## src/include/uart_axil_consts.svh

```systemverilog
/*
 * Bus widths, response sizing, ASCII codes and the default
 * baud divider for the UART to AXI4-Lite bridge
 */

`ifndef UART_AXIL_CONSTS_SVH
`define UART_AXIL_CONSTS_SVH

// AXI4-Lite bus
`define AXIL_ADDR_W 32
`define AXIL_DATA_W 32

// Read reply is "0x" + digits + LF
`define DATA_HEX_DIGITS 8
`define RSP_MAX_LEN 11

// 100 MHz clock at 115200 baud
`define DEF_CLKS_PER_BIT 868

// Characters the parser cares about
`define ASCII_SPACE 8'h20
`define ASCII_LF 8'h0A
`define ASCII_CR 8'h0D

`endif

```

## src/rtl/uart_axil_pkg.sv

```systemverilog
/*
 * Command opcode, parser state and AXI master state types
 */

`default_nettype none

package uart_axil_pkg;

    typedef enum logic {
        OP_WRITE,
        OP_READ
    } cmd_op_t;

    typedef enum logic [1:0] {
        P_IDLE,
        P_ADDR,
        P_DATA,
        P_WAIT
    } parse_state_t;

    typedef enum logic [2:0] {
        M_IDLE,
        M_AW,
        M_W,
        M_B,
        M_AR,
        M_R
    } axil_state_t;

endpackage

`default_nettype wire

```

## src/rtl/bus_cmd_if.sv

```systemverilog
/*
 * Command channel from the parser to the AXI master,
 * with completion observed by the response formatter
 */

`timescale 1ns/10ps
`default_nettype none

`include "uart_axil_consts.svh"

interface bus_cmd_if import uart_axil_pkg::*; ();

    // Request, held stable while req_valid is high
    logic                    req_valid;
    cmd_op_t                 req_op;
    logic [`AXIL_ADDR_W-1:0] req_addr;
    logic [`AXIL_DATA_W-1:0] req_data;

    // Completion, done is a single-cycle pulse
    logic                    done;
    logic [`AXIL_DATA_W-1:0] rdata;

    modport parser (output req_valid, req_op, req_addr, req_data, input done);
    modport master (input req_valid, req_op, req_addr, req_data, output done, rdata);
    modport monitor (input req_op, done, rdata);

endinterface

`default_nettype wire

```

## src/rtl/uart_rx.sv

```systemverilog
/*
 * UART receiver, 8N1
 * Two-flop line synchroniser, mid-bit sampling, byte strobe
 */

`timescale 1ns/10ps
`default_nettype none

module uart_rx #(
    parameter int CLKS_PER_BIT = 868
) (
    input  wire logic       aclk,
    input  wire logic       i_rst,
    input  wire logic       i_rx,
    output logic [7:0]      o_data,
    output logic            o_strobe
);

    localparam int CNT_W = $clog2(CLKS_PER_BIT);

    logic [1:0]       r_sync;
    logic             r_busy;
    logic [CNT_W-1:0] r_cnt;
    logic [3:0]       r_bit;
    logic             w_line;

    assign w_line = r_sync[1];

    always_ff @(posedge aclk) begin
        if (i_rst) begin
            r_sync   <= 2'b11;
            r_busy   <= 1'b0;
            r_cnt    <= '0;
            r_bit    <= '0;
            o_strobe <= 1'b0;
        end else begin
            r_sync   <= {r_sync[0], i_rx};
            o_strobe <= 1'b0;
            if (!r_busy) begin
                // Start edge, first sample lands mid start bit
                if (!w_line) begin
                    r_busy <= 1'b1;
                    r_cnt  <= CNT_W'(CLKS_PER_BIT / 2 - 1);
                    r_bit  <= '0;
                end
            end else if (r_cnt != '0) begin
                r_cnt <= r_cnt - 1'b1;
            end else begin
                r_cnt <= CNT_W'(CLKS_PER_BIT - 1);
                r_bit <= r_bit + 1'b1;
                if (r_bit == 4'd0) begin
                    // Glitch, not a real start bit
                    if (w_line) begin
                        r_busy <= 1'b0;
                    end
                end else if (r_bit == 4'd9) begin
                    r_busy   <= 1'b0;
                    o_strobe <= w_line;
                end else begin
                    o_data <= {w_line, o_data[7:1]};
                end
            end
        end
    end

endmodule

`default_nettype wire

```

## src/rtl/uart_tx.sv

```systemverilog
/*
 * UART transmitter, 8N1
 * Accepts a byte while idle and shifts out start, data LSB first, stop
 */

`timescale 1ns/10ps
`default_nettype none

module uart_tx #(
    parameter int CLKS_PER_BIT = 868
) (
    input  wire logic       aclk,
    input  wire logic       i_rst,
    input  wire logic [7:0] i_data,
    input  wire logic       i_valid,
    output logic            o_ready,
    output logic            o_tx
);

    localparam int CNT_W = $clog2(CLKS_PER_BIT);

    logic             r_busy;
    logic [9:0]       r_shift;
    logic [CNT_W-1:0] r_cnt;
    logic [3:0]       r_bit;

    assign o_ready = !r_busy;
    assign o_tx    = r_busy ? r_shift[0] : 1'b1;

    always_ff @(posedge aclk) begin
        if (i_rst) begin
            r_busy <= 1'b0;
            r_cnt  <= '0;
            r_bit  <= '0;
        end else if (!r_busy) begin
            if (i_valid) begin
                // Frame is stop, data, start
                r_shift <= {1'b1, i_data, 1'b0};
                r_busy  <= 1'b1;
                r_cnt   <= '0;
                r_bit   <= '0;
            end
        end else if (r_cnt == CNT_W'(CLKS_PER_BIT - 1)) begin
            r_cnt   <= '0;
            r_shift <= {1'b1, r_shift[9:1]};
            r_bit   <= r_bit + 1'b1;
            if (r_bit == 4'd9) begin
                r_busy <= 1'b0;
            end
        end else begin
            r_cnt <= r_cnt + 1'b1;
        end
    end

endmodule

`default_nettype wire

```

## src/rtl/cmd_parser.sv

```systemverilog
/*
 * Command parser for "W <addr> <data>" and "R <addr>" lines
 * Decodes hex fields and hands one request to the AXI master
 */

`timescale 1ns/10ps
`default_nettype none

`include "uart_axil_consts.svh"

module cmd_parser import uart_axil_pkg::*; (
    input  wire logic       aclk,
    input  wire logic       i_rst,
    input  wire logic [7:0] i_rx_data,
    input  wire logic       i_rx_strobe,
    input  wire logic       i_rsp_sent,
    bus_cmd_if.parser       cmd
);

    parse_state_t r_state;
    logic [3:0]   r_nibbles;
    logic [4:0]   w_hex;
    logic         w_term;
    logic         w_space;

    // Bit 4 flags a hex digit, low bits are its value
    function automatic logic [4:0] hex_decode(input logic [7:0] c);
        if (c >= "0" && c <= "9") begin
            return {1'b1, 4'(c - "0")};
        end else if (c >= "a" && c <= "f") begin
            return {1'b1, 4'(c - "a" + 8'd10)};
        end else if (c >= "A" && c <= "F") begin
            return {1'b1, 4'(c - "A" + 8'd10)};
        end
        return 5'd0;
    endfunction

    assign w_hex   = hex_decode(i_rx_data);
    assign w_term  = (i_rx_data == `ASCII_LF) || (i_rx_data == `ASCII_CR);
    assign w_space = (i_rx_data == `ASCII_SPACE);

    always_ff @(posedge aclk) begin
        if (i_rst) begin
            r_state       <= P_IDLE;
            r_nibbles     <= '0;
            cmd.req_valid <= 1'b0;
        end else begin
            case (r_state)
                P_IDLE: begin
                    if (i_rx_strobe && (i_rx_data == "W" || i_rx_data == "w" ||
                                        i_rx_data == "R" || i_rx_data == "r")) begin
                        cmd.req_op   <= (i_rx_data == "W" || i_rx_data == "w") ?
                                        OP_WRITE : OP_READ;
                        cmd.req_addr <= '0;
                        cmd.req_data <= '0;
                        r_nibbles    <= '0;
                        r_state      <= P_ADDR;
                    end
                end
                P_ADDR: begin
                    if (i_rx_strobe) begin
                        if (w_hex[4]) begin
                            cmd.req_addr <= {cmd.req_addr[`AXIL_ADDR_W-5:0], w_hex[3:0]};
                            if (r_nibbles != 4'hF) begin
                                r_nibbles <= r_nibbles + 1'b1;
                            end
                        end else if (w_space && r_nibbles != '0) begin
                            if (cmd.req_op == OP_WRITE) begin
                                r_nibbles <= '0;
                                r_state   <= P_DATA;
                            end else begin
                                cmd.req_valid <= 1'b1;
                                r_state       <= P_WAIT;
                            end
                        end else if (w_term) begin
                            cmd.req_valid <= 1'b1;
                            r_state       <= P_WAIT;
                        end
                    end
                end
                P_DATA: begin
                    if (i_rx_strobe) begin
                        if (w_hex[4]) begin
                            cmd.req_data <= {cmd.req_data[`AXIL_DATA_W-5:0], w_hex[3:0]};
                        end else if (w_term) begin
                            cmd.req_valid <= 1'b1;
                            r_state       <= P_WAIT;
                        end
                    end
                end
                P_WAIT: begin
                    // Request held until done, then wait for the reply to go out
                    if (cmd.done) begin
                        cmd.req_valid <= 1'b0;
                    end
                    if (i_rsp_sent) begin
                        r_state <= P_IDLE;
                    end
                end
                default: r_state <= P_IDLE;
            endcase
        end
    end

endmodule

`default_nettype wire

```

## src/rtl/axil_master.sv

```systemverilog
/*
 * AXI4-Lite master sequencer
 * Write is AW, W, then B; read is AR then R; all outputs registered
 */

`timescale 1ns/10ps
`default_nettype none

`include "uart_axil_consts.svh"

module axil_master import uart_axil_pkg::*; (
    input  wire logic                    aclk,
    input  wire logic                    i_rst,
    bus_cmd_if.master                    cmd,
    output logic [`AXIL_ADDR_W-1:0]      o_awaddr,
    output logic                         o_awvalid,
    input  wire logic                    i_awready,
    output logic [`AXIL_DATA_W-1:0]      o_wdata,
    output logic                         o_wvalid,
    input  wire logic                    i_wready,
    input  wire logic                    i_bvalid,
    output logic                         o_bready,
    output logic [`AXIL_ADDR_W-1:0]      o_araddr,
    output logic                         o_arvalid,
    input  wire logic                    i_arready,
    input  wire logic [`AXIL_DATA_W-1:0] i_rdata,
    input  wire logic                    i_rvalid,
    output logic                         o_rready
);

    axil_state_t r_state;

    always_ff @(posedge aclk) begin
        if (i_rst) begin
            r_state   <= M_IDLE;
            o_awvalid <= 1'b0;
            o_wvalid  <= 1'b0;
            o_bready  <= 1'b0;
            o_arvalid <= 1'b0;
            o_rready  <= 1'b0;
            cmd.done  <= 1'b0;
        end else begin
            cmd.done <= 1'b0;
            case (r_state)
                M_IDLE: begin
                    // Request is still up during the done cycle, skip it
                    if (cmd.req_valid && !cmd.done) begin
                        o_awaddr <= cmd.req_addr;
                        o_araddr <= cmd.req_addr;
                        if (cmd.req_op == OP_WRITE) begin
                            o_awvalid <= 1'b1;
                            r_state   <= M_AW;
                        end else begin
                            o_arvalid <= 1'b1;
                            r_state   <= M_AR;
                        end
                    end
                end
                M_AW: begin
                    if (i_awready) begin
                        o_awvalid <= 1'b0;
                        o_wdata   <= cmd.req_data;
                        o_wvalid  <= 1'b1;
                        r_state   <= M_W;
                    end
                end
                M_W: begin
                    if (i_wready) begin
                        o_wvalid <= 1'b0;
                        o_bready <= 1'b1;
                        r_state  <= M_B;
                    end
                end
                M_B: begin
                    if (i_bvalid) begin
                        o_bready <= 1'b0;
                        cmd.done <= 1'b1;
                        r_state  <= M_IDLE;
                    end
                end
                M_AR: begin
                    if (i_arready) begin
                        o_arvalid <= 1'b0;
                        o_rready  <= 1'b1;
                        r_state   <= M_R;
                    end
                end
                M_R: begin
                    if (i_rvalid) begin
                        o_rready  <= 1'b0;
                        cmd.rdata <= i_rdata;
                        cmd.done  <= 1'b1;
                        r_state   <= M_IDLE;
                    end
                end
                default: r_state <= M_IDLE;
            endcase
        end
    end

endmodule

`default_nettype wire

```

## src/rtl/rsp_formatter.sv

```systemverilog
/*
 * Response formatter
 * Builds "OK" or "0x" plus hex digits, ends with LF, streams to the UART
 */

`timescale 1ns/10ps
`default_nettype none

`include "uart_axil_consts.svh"

module rsp_formatter import uart_axil_pkg::*; (
    input  wire logic       aclk,
    input  wire logic       i_rst,
    bus_cmd_if.monitor      cmd,
    output logic [7:0]      o_tx_data,
    output logic            o_tx_valid,
    input  wire logic       i_tx_ready,
    output logic            o_rsp_sent
);

    localparam int IDX_W = $clog2(`RSP_MAX_LEN);

    logic [7:0]       r_buf [`RSP_MAX_LEN];
    logic [IDX_W-1:0] r_idx;
    logic [IDX_W-1:0] r_len;

    function automatic logic [7:0] val_to_hex(input logic [3:0] v);
        return (v < 4'd10) ? 8'("0") + 8'(v) : 8'("A") + 8'(v) - 8'd10;
    endfunction

    assign o_tx_data = r_buf[r_idx];

    // Response text
    always_ff @(posedge aclk) begin
        if (cmd.done) begin
            if (cmd.req_op == OP_WRITE) begin
                r_buf[0] <= "O";
                r_buf[1] <= "K";
                r_buf[2] <= `ASCII_LF;
                r_len    <= IDX_W'(3);
            end else begin
                r_buf[0] <= "0";
                r_buf[1] <= "x";
                for (int i = 0; i < `DATA_HEX_DIGITS; i++) begin
                    r_buf[2 + i] <= val_to_hex(cmd.rdata[`AXIL_DATA_W-1-4*i -: 4]);
                end
                r_buf[`RSP_MAX_LEN-1] <= `ASCII_LF;
                r_len                 <= IDX_W'(`RSP_MAX_LEN);
            end
        end
    end

    // Byte stepping
    always_ff @(posedge aclk) begin
        if (i_rst) begin
            r_idx      <= '0;
            o_tx_valid <= 1'b0;
            o_rsp_sent <= 1'b0;
        end else begin
            o_rsp_sent <= 1'b0;
            if (cmd.done) begin
                r_idx      <= '0;
                o_tx_valid <= 1'b1;
            end else if (o_tx_valid && i_tx_ready) begin
                if (r_idx == r_len - 1'b1) begin
                    o_tx_valid <= 1'b0;
                    o_rsp_sent <= 1'b1;
                end else begin
                    r_idx <= r_idx + 1'b1;
                end
            end
        end
    end

endmodule

`default_nettype wire

```

## src/rtl/uart_axil_bridge.sv

```systemverilog
/*
 * UART to AXI4-Lite master bridge top level
 * UART RX/TX, command parser, AXI master and response formatter
 */

`timescale 1ns/10ps
`default_nettype none

`include "uart_axil_consts.svh"

module uart_axil_bridge #(
    parameter int CLKS_PER_BIT = `DEF_CLKS_PER_BIT
) (
    input  wire logic                    aclk,
    input  wire logic                    i_rst,
    input  wire logic                    i_uart_rx,
    output logic                         o_uart_tx,
    output logic [`AXIL_ADDR_W-1:0]      o_m_axil_awaddr,
    output logic                         o_m_axil_awvalid,
    input  wire logic                    i_m_axil_awready,
    output logic [`AXIL_DATA_W-1:0]      o_m_axil_wdata,
    output logic                         o_m_axil_wvalid,
    input  wire logic                    i_m_axil_wready,
    input  wire logic                    i_m_axil_bvalid,
    output logic                         o_m_axil_bready,
    output logic [`AXIL_ADDR_W-1:0]      o_m_axil_araddr,
    output logic                         o_m_axil_arvalid,
    input  wire logic                    i_m_axil_arready,
    input  wire logic [`AXIL_DATA_W-1:0] i_m_axil_rdata,
    input  wire logic                    i_m_axil_rvalid,
    output logic                         o_m_axil_rready
);

    logic [7:0] w_rx_data;
    logic       w_rx_strobe;
    logic [7:0] w_tx_data;
    logic       w_tx_valid;
    logic       w_tx_ready;
    logic       w_rsp_sent;

    bus_cmd_if u_cmd ();

    uart_rx #(.CLKS_PER_BIT(CLKS_PER_BIT)) u_uart_rx (
        .aclk     (aclk),
        .i_rst    (i_rst),
        .i_rx     (i_uart_rx),
        .o_data   (w_rx_data),
        .o_strobe (w_rx_strobe)
    );

    // Strobes outside P_IDLE/P_ADDR/P_DATA are dropped by the parser
    cmd_parser u_parser (
        .aclk        (aclk),
        .i_rst       (i_rst),
        .i_rx_data   (w_rx_data),
        .i_rx_strobe (w_rx_strobe),
        .i_rsp_sent  (w_rsp_sent),
        .cmd         (u_cmd.parser)
    );

    axil_master u_master (
        .aclk      (aclk),
        .i_rst     (i_rst),
        .cmd       (u_cmd.master),
        .o_awaddr  (o_m_axil_awaddr),
        .o_awvalid (o_m_axil_awvalid),
        .i_awready (i_m_axil_awready),
        .o_wdata   (o_m_axil_wdata),
        .o_wvalid  (o_m_axil_wvalid),
        .i_wready  (i_m_axil_wready),
        .i_bvalid  (i_m_axil_bvalid),
        .o_bready  (o_m_axil_bready),
        .o_araddr  (o_m_axil_araddr),
        .o_arvalid (o_m_axil_arvalid),
        .i_arready (i_m_axil_arready),
        .i_rdata   (i_m_axil_rdata),
        .i_rvalid  (i_m_axil_rvalid),
        .o_rready  (o_m_axil_rready)
    );

    rsp_formatter u_formatter (
        .aclk       (aclk),
        .i_rst      (i_rst),
        .cmd        (u_cmd.monitor),
        .o_tx_data  (w_tx_data),
        .o_tx_valid (w_tx_valid),
        .i_tx_ready (w_tx_ready),
        .o_rsp_sent (w_rsp_sent)
    );

    uart_tx #(.CLKS_PER_BIT(CLKS_PER_BIT)) u_uart_tx (
        .aclk    (aclk),
        .i_rst   (i_rst),
        .i_data  (w_tx_data),
        .i_valid (w_tx_valid),
        .o_ready (w_tx_ready),
        .o_tx    (o_uart_tx)
    );

endmodule

`default_nettype wire

```

## config.mk

```make
export PLATFORM = sky130hd
export DESIGN_NAME = uart_axil_bridge
export DESIGN_NICKNAME = d
export VERILOG_FILES = /design/src/rtl/uart_axil_pkg.sv /design/src/rtl/bus_cmd_if.sv /design/src/rtl/uart_rx.sv /design/src/rtl/uart_tx.sv /design/src/rtl/cmd_parser.sv /design/src/rtl/axil_master.sv /design/src/rtl/rsp_formatter.sv /design/src/rtl/uart_axil_bridge.sv
export VERILOG_INCLUDE_DIRS = /design/src /design/src/include
export SDC_FILE = /design/constraint.sdc
export NUM_CORES = 1
export LEC_CHECK = 0
export BUFFER_PORTS_ARGS = -buffer_cell sky130_fd_sc_hd__buf_2
export CAP_MARGIN = 10
export CORE_MARGIN = 4
export CORE_UTILIZATION = 55
export DETAILED_ROUTE_END_ITERATION = 6
export GPL_ROUTABILITY_DRIVEN = 1
export PLACE_DENSITY_LB_ADDON = 0.25
export SLEW_MARGIN = 20
export SYNTH_ARGS = -nofsm -noshare
export SYNTH_HDL_FRONTEND = slang
export SYNTH_HIERARCHICAL = 1
export SYNTH_SLANG_ARGS = --single-unit
export TNS_END_PERCENT = 10
```

## constraint.sdc

```tcl
create_clock -name aclk -period 14.3 [get_ports aclk]
set_input_delay 1.43 -clock aclk [delete_from_list [all_inputs] [get_ports aclk]]
set_output_delay 1.43 -clock aclk [all_outputs]
set_load 0.01 [all_outputs]
```

==> run_results.csv <==
group,metric,value,unit
critical_path,cp_top_family,"flip-flops",
layout,final_cell_mix,"edfxtp_1 (237), buf_2 (141), nand2_1 (63)",
cts,clkLatencyLatePin,0.54,ns
detailed_routing,postRouteAntennaNets,0,
power,clkPwrFrac,0.436,
global_route,grt_first_pass_wirelength,35.51,mm
power,p_sw_frac,0.1983,
power,p_int,1.392,mW
logic_synthesis,ys_warn_count,6,
floorplan,io_pins,142,
cts,cts_resized,0,
floorplan,dieHeight,159.4,µm
timing,clock.fmax,0.3269,GHz
timing,tightest_slew,1.002,ns
floorplan,die_x,159.4,µm
critical_path,path_cells,"nand2b_1 > buf_2",
layout,fin_nets,1147,
timing,finalHoldViolCount,0,
cts,clk_path_buf_depth,3,
detailed_routing,vias_per_cell,5.492,
detailed_routing,wl_per_cell,15.64,µm
detailed_routing,drc_errors,0,
critical_path,required,12.87,ns
cts,cts-root-buf,"clkbuf_16",
logic_synthesis,syn_area,12610,µm²
layout,areaGrowthSynthToFinish,13.71,%
power,power_switching,0.3441,mW
critical_path,end_kind,"primary output",
timing,setup_viol,0,
timing,slew-limit-headroom,0.3225,
logic_synthesis,syn_avg_cell_area,13.00,µm²
timing,rsz0062_at_grt,"false",
logic_synthesis,postSynthCellCount,970,
critical_path,slowest_stage,"dfxtp_1",
place,gp_congestion,0.8356,
critical_path,cp-start-kind,"flop",
run_status,outcome,"finished, final reports clean",
critical_path,crit_buf_inv,1,
floorplan,num_rows,55,
place,hpwl,14.57,mm
layout,nFillCells,1698,
detailed_routing,dr.pass1.iters,5,
logic_synthesis,synth-async-reset-ratio,0,
logic_synthesis,syn_nets,1033,
worst_hold_path,hold_class,"reg2reg",
cts,h-tree-depth,1,
detailed_routing,first_iter_violations,546,
power,ir_drop,0.1179,mV
timing,finalClockSkew,0.007662,ns
floorplan,initial_core_util,0.5588,
cts,clock-sinks,296,
timing,slew_violations,0,
timing,fin_setup_tns,0,ns
logic_synthesis,ys_ff_latch,296,
critical_path,slowest_delay,0.77,ns
power,p_leak,5.154,nW
critical_path,crit_path_max_fanout,20,
cts,cts_hold_buf,0,
timing,fin_crit_sh,0.2139,
critical_path,crit_type,"reg2out",
detailed_routing,drt-total-wl,21.75,mm
detailed_routing,vias,7640,
layout,diodes,0,
logic_synthesis,synth_cell_types,83,
global_route,antenna_found_initial,0,
place,port_buffers,141,
global_route,grt_pass1_vias,7201,
layout,layout_commonest_cell,"edfxtp_1",
global_route,track_usage,0.1641,
layout,drive_gt1_frac,0.2188,
flow_run,drv_cap,0,
cts,post_cts.repair.setup_buffers,0,
power,p_comb_frac,0.027,
cts,cts_tree,"yes",
logic_synthesis,ys.flop_type,"edfxtp_1",
cts,cts_made_buffers,29,
critical_path,cp.arrival,1.63,ns
logic_synthesis,seq_area_frac_synth,0.6579,
power,finalPower,1.736,mW
power,powerDensity,121.0,nW/µm²
logic_synthesis,synthTopCellsByArea,"edfxtp_1 (56%), dfxtp_1 (9.4%), and2_1 (3.0%), ha_1 (2.3%), buf_4 (2.1%)",
timing,period_minus_slack,3.059,ns
floorplan,core_area,22570,µm²
logic_synthesis,yosys.area.top_type,"edfxtp_1",
layout,post-route-util,0.6354,
logic_synthesis,synth_edf_count,237,
floorplan,dieArea,25420,µm²
global_route,gr-total-overflow,0,
logic_synthesis,synth.top_cell.area_share,0.5643,
power,seq_power_share,0.537,
cts,clk_pin_slew,0.06,ns
global_route,grt_max_degree,61,
-- synthesized netlist by cell type, types with 20 or more instances --
cell / instances
clkbuf_1: 20
buf_4: 36
dfxtp_1: 59
nor2_1: 50
a21oi_1: 42
nand2b_1: 22
nand3_1: 22
ha_1: 23
and2_1: 60
edfxtp_1: 237
nand2_1: 63
mux2i_1: 22
o21ai_0: 35
inv_1: 48
-- registers in the layout (all words and copies together), names as in the netlist, 8 cells and up, named ones only --
register / count
u_master/cmd.rdata: 32
u_uart_tx/r_shift: 9
u_master/o_wdata: 32
u_master/o_araddr: 32
u_uart_tx/r_cnt: 10
u_uart_rx/r_cnt: 10
u_uart_rx/o_data: 8
u_formatter/r_buf: 58
u_parser/cmd.req_data: 32
u_parser/cmd.req_addr: 32
-- worst reg2reg max path, stage by stage, from the launching register on --
cell and delay [ns]:
edfxtp_1 0.44, inv_1 0.14, ha_1 0.23, o21bai_1 0.09, a21oi_2 0.52, nor2_1 0.30, a2111oi_2 0.43, buf_4 0.43
-- routing by layer --
metal / wire, µm / GRT usage / vias up
li1: - / - / 3782
met1: 9848 / 0.2296 / 3585
met2: 10170 / 0.2688 / 239
met3: 1344 / 0.03262 / 34
met4: 383 / 0.03787 / 0
met5: 0 / 0 / -
-- worst paths after layout --
kind,start,to,slack (ns),depth (start not counted)
worst min register to register,u_uart_rx/r_sync[0],u_uart_rx/r_sync[1],0.42,1
worst max-delay path,u_uart_tx/r_busy,o_uart_tx,11.24,2
worst max register to register,u_uart_rx/o_data[0],u_parser/cmd.req_data[17],11.36,7
worst min-delay path,u_uart_rx/r_sync[0],u_uart_rx/r_sync[1],0.42,1
-- stage by stage --
step / setup WS [ns] / hold slack [ns] / area, µm² / instances
2_1_floorplan: 6.976 / 0.3895 / 12610 / 970
3_3_place_gp: 11.04 / 0.3970 / 13370 / 1338
3_5_place_dp: 10.97 / 0.4017 / 13370 / 1338
4_1_cts: 11.16 / 0.4211 / 14340 / 1391
5_1_grt: 11.10 / 0.4235 / 14340 / 1391
6_report: 11.24 / 0.4151 / 14340 / 1391
-- final cells by class --
class / count / area, µm² / area share
Clock inverter: 23 / 241.5 / 0.01684
Sequential cell: 296 / 8298 / 0.5786
Clock buffer: 30 / 729.5 / 0.05086
Tap cell: 285 / 356.6 / 0.02486
Inverter: 49 / 183.9 / 0.01282
Multi-Input combinational cell: 556 / 3744 / 0.2610
Timing Repair Buffer: 152 / 788.3 / 0.05496
-- power by group through the flow --
| stage | logic, mW | registers [mW] | clock network, mW |
|---|---|---|---|
| after global routing | 0.0521 | 0.933 | 0.819 |
| after floorplan | 0.0326 | 0.949 | 0 |
| after CTS | 0.0465 | 0.933 | 0.779 |
| after global placement | 0.0453 | 0.951 | 0 |
| final | 0.0468 | 0.933 | 0.756 |
| after detailed placement | 0.0464 | 0.951 | 0 |
-- cell families (layout without fill, tap and decap cells) --
logic type | count (synthesis) | after routing | share of synthesized area
AOI/OAI and AO/OA | 165 | 165 | 0.08740
and+or+nand+nor | 313 | 313 | 0.1366
other | 1 | 1 | 0.0002973
buffers and inverters | 118 | 254 | 0.04792
DFF | 296 | 296 | 0.6579
muxes | 41 | 41 | 0.03800
adders and majority gates | 23 | 23 | 0.02282
xor gates and xnor gates | 13 | 13 | 0.009028
(Power assumes the default switching activity.)
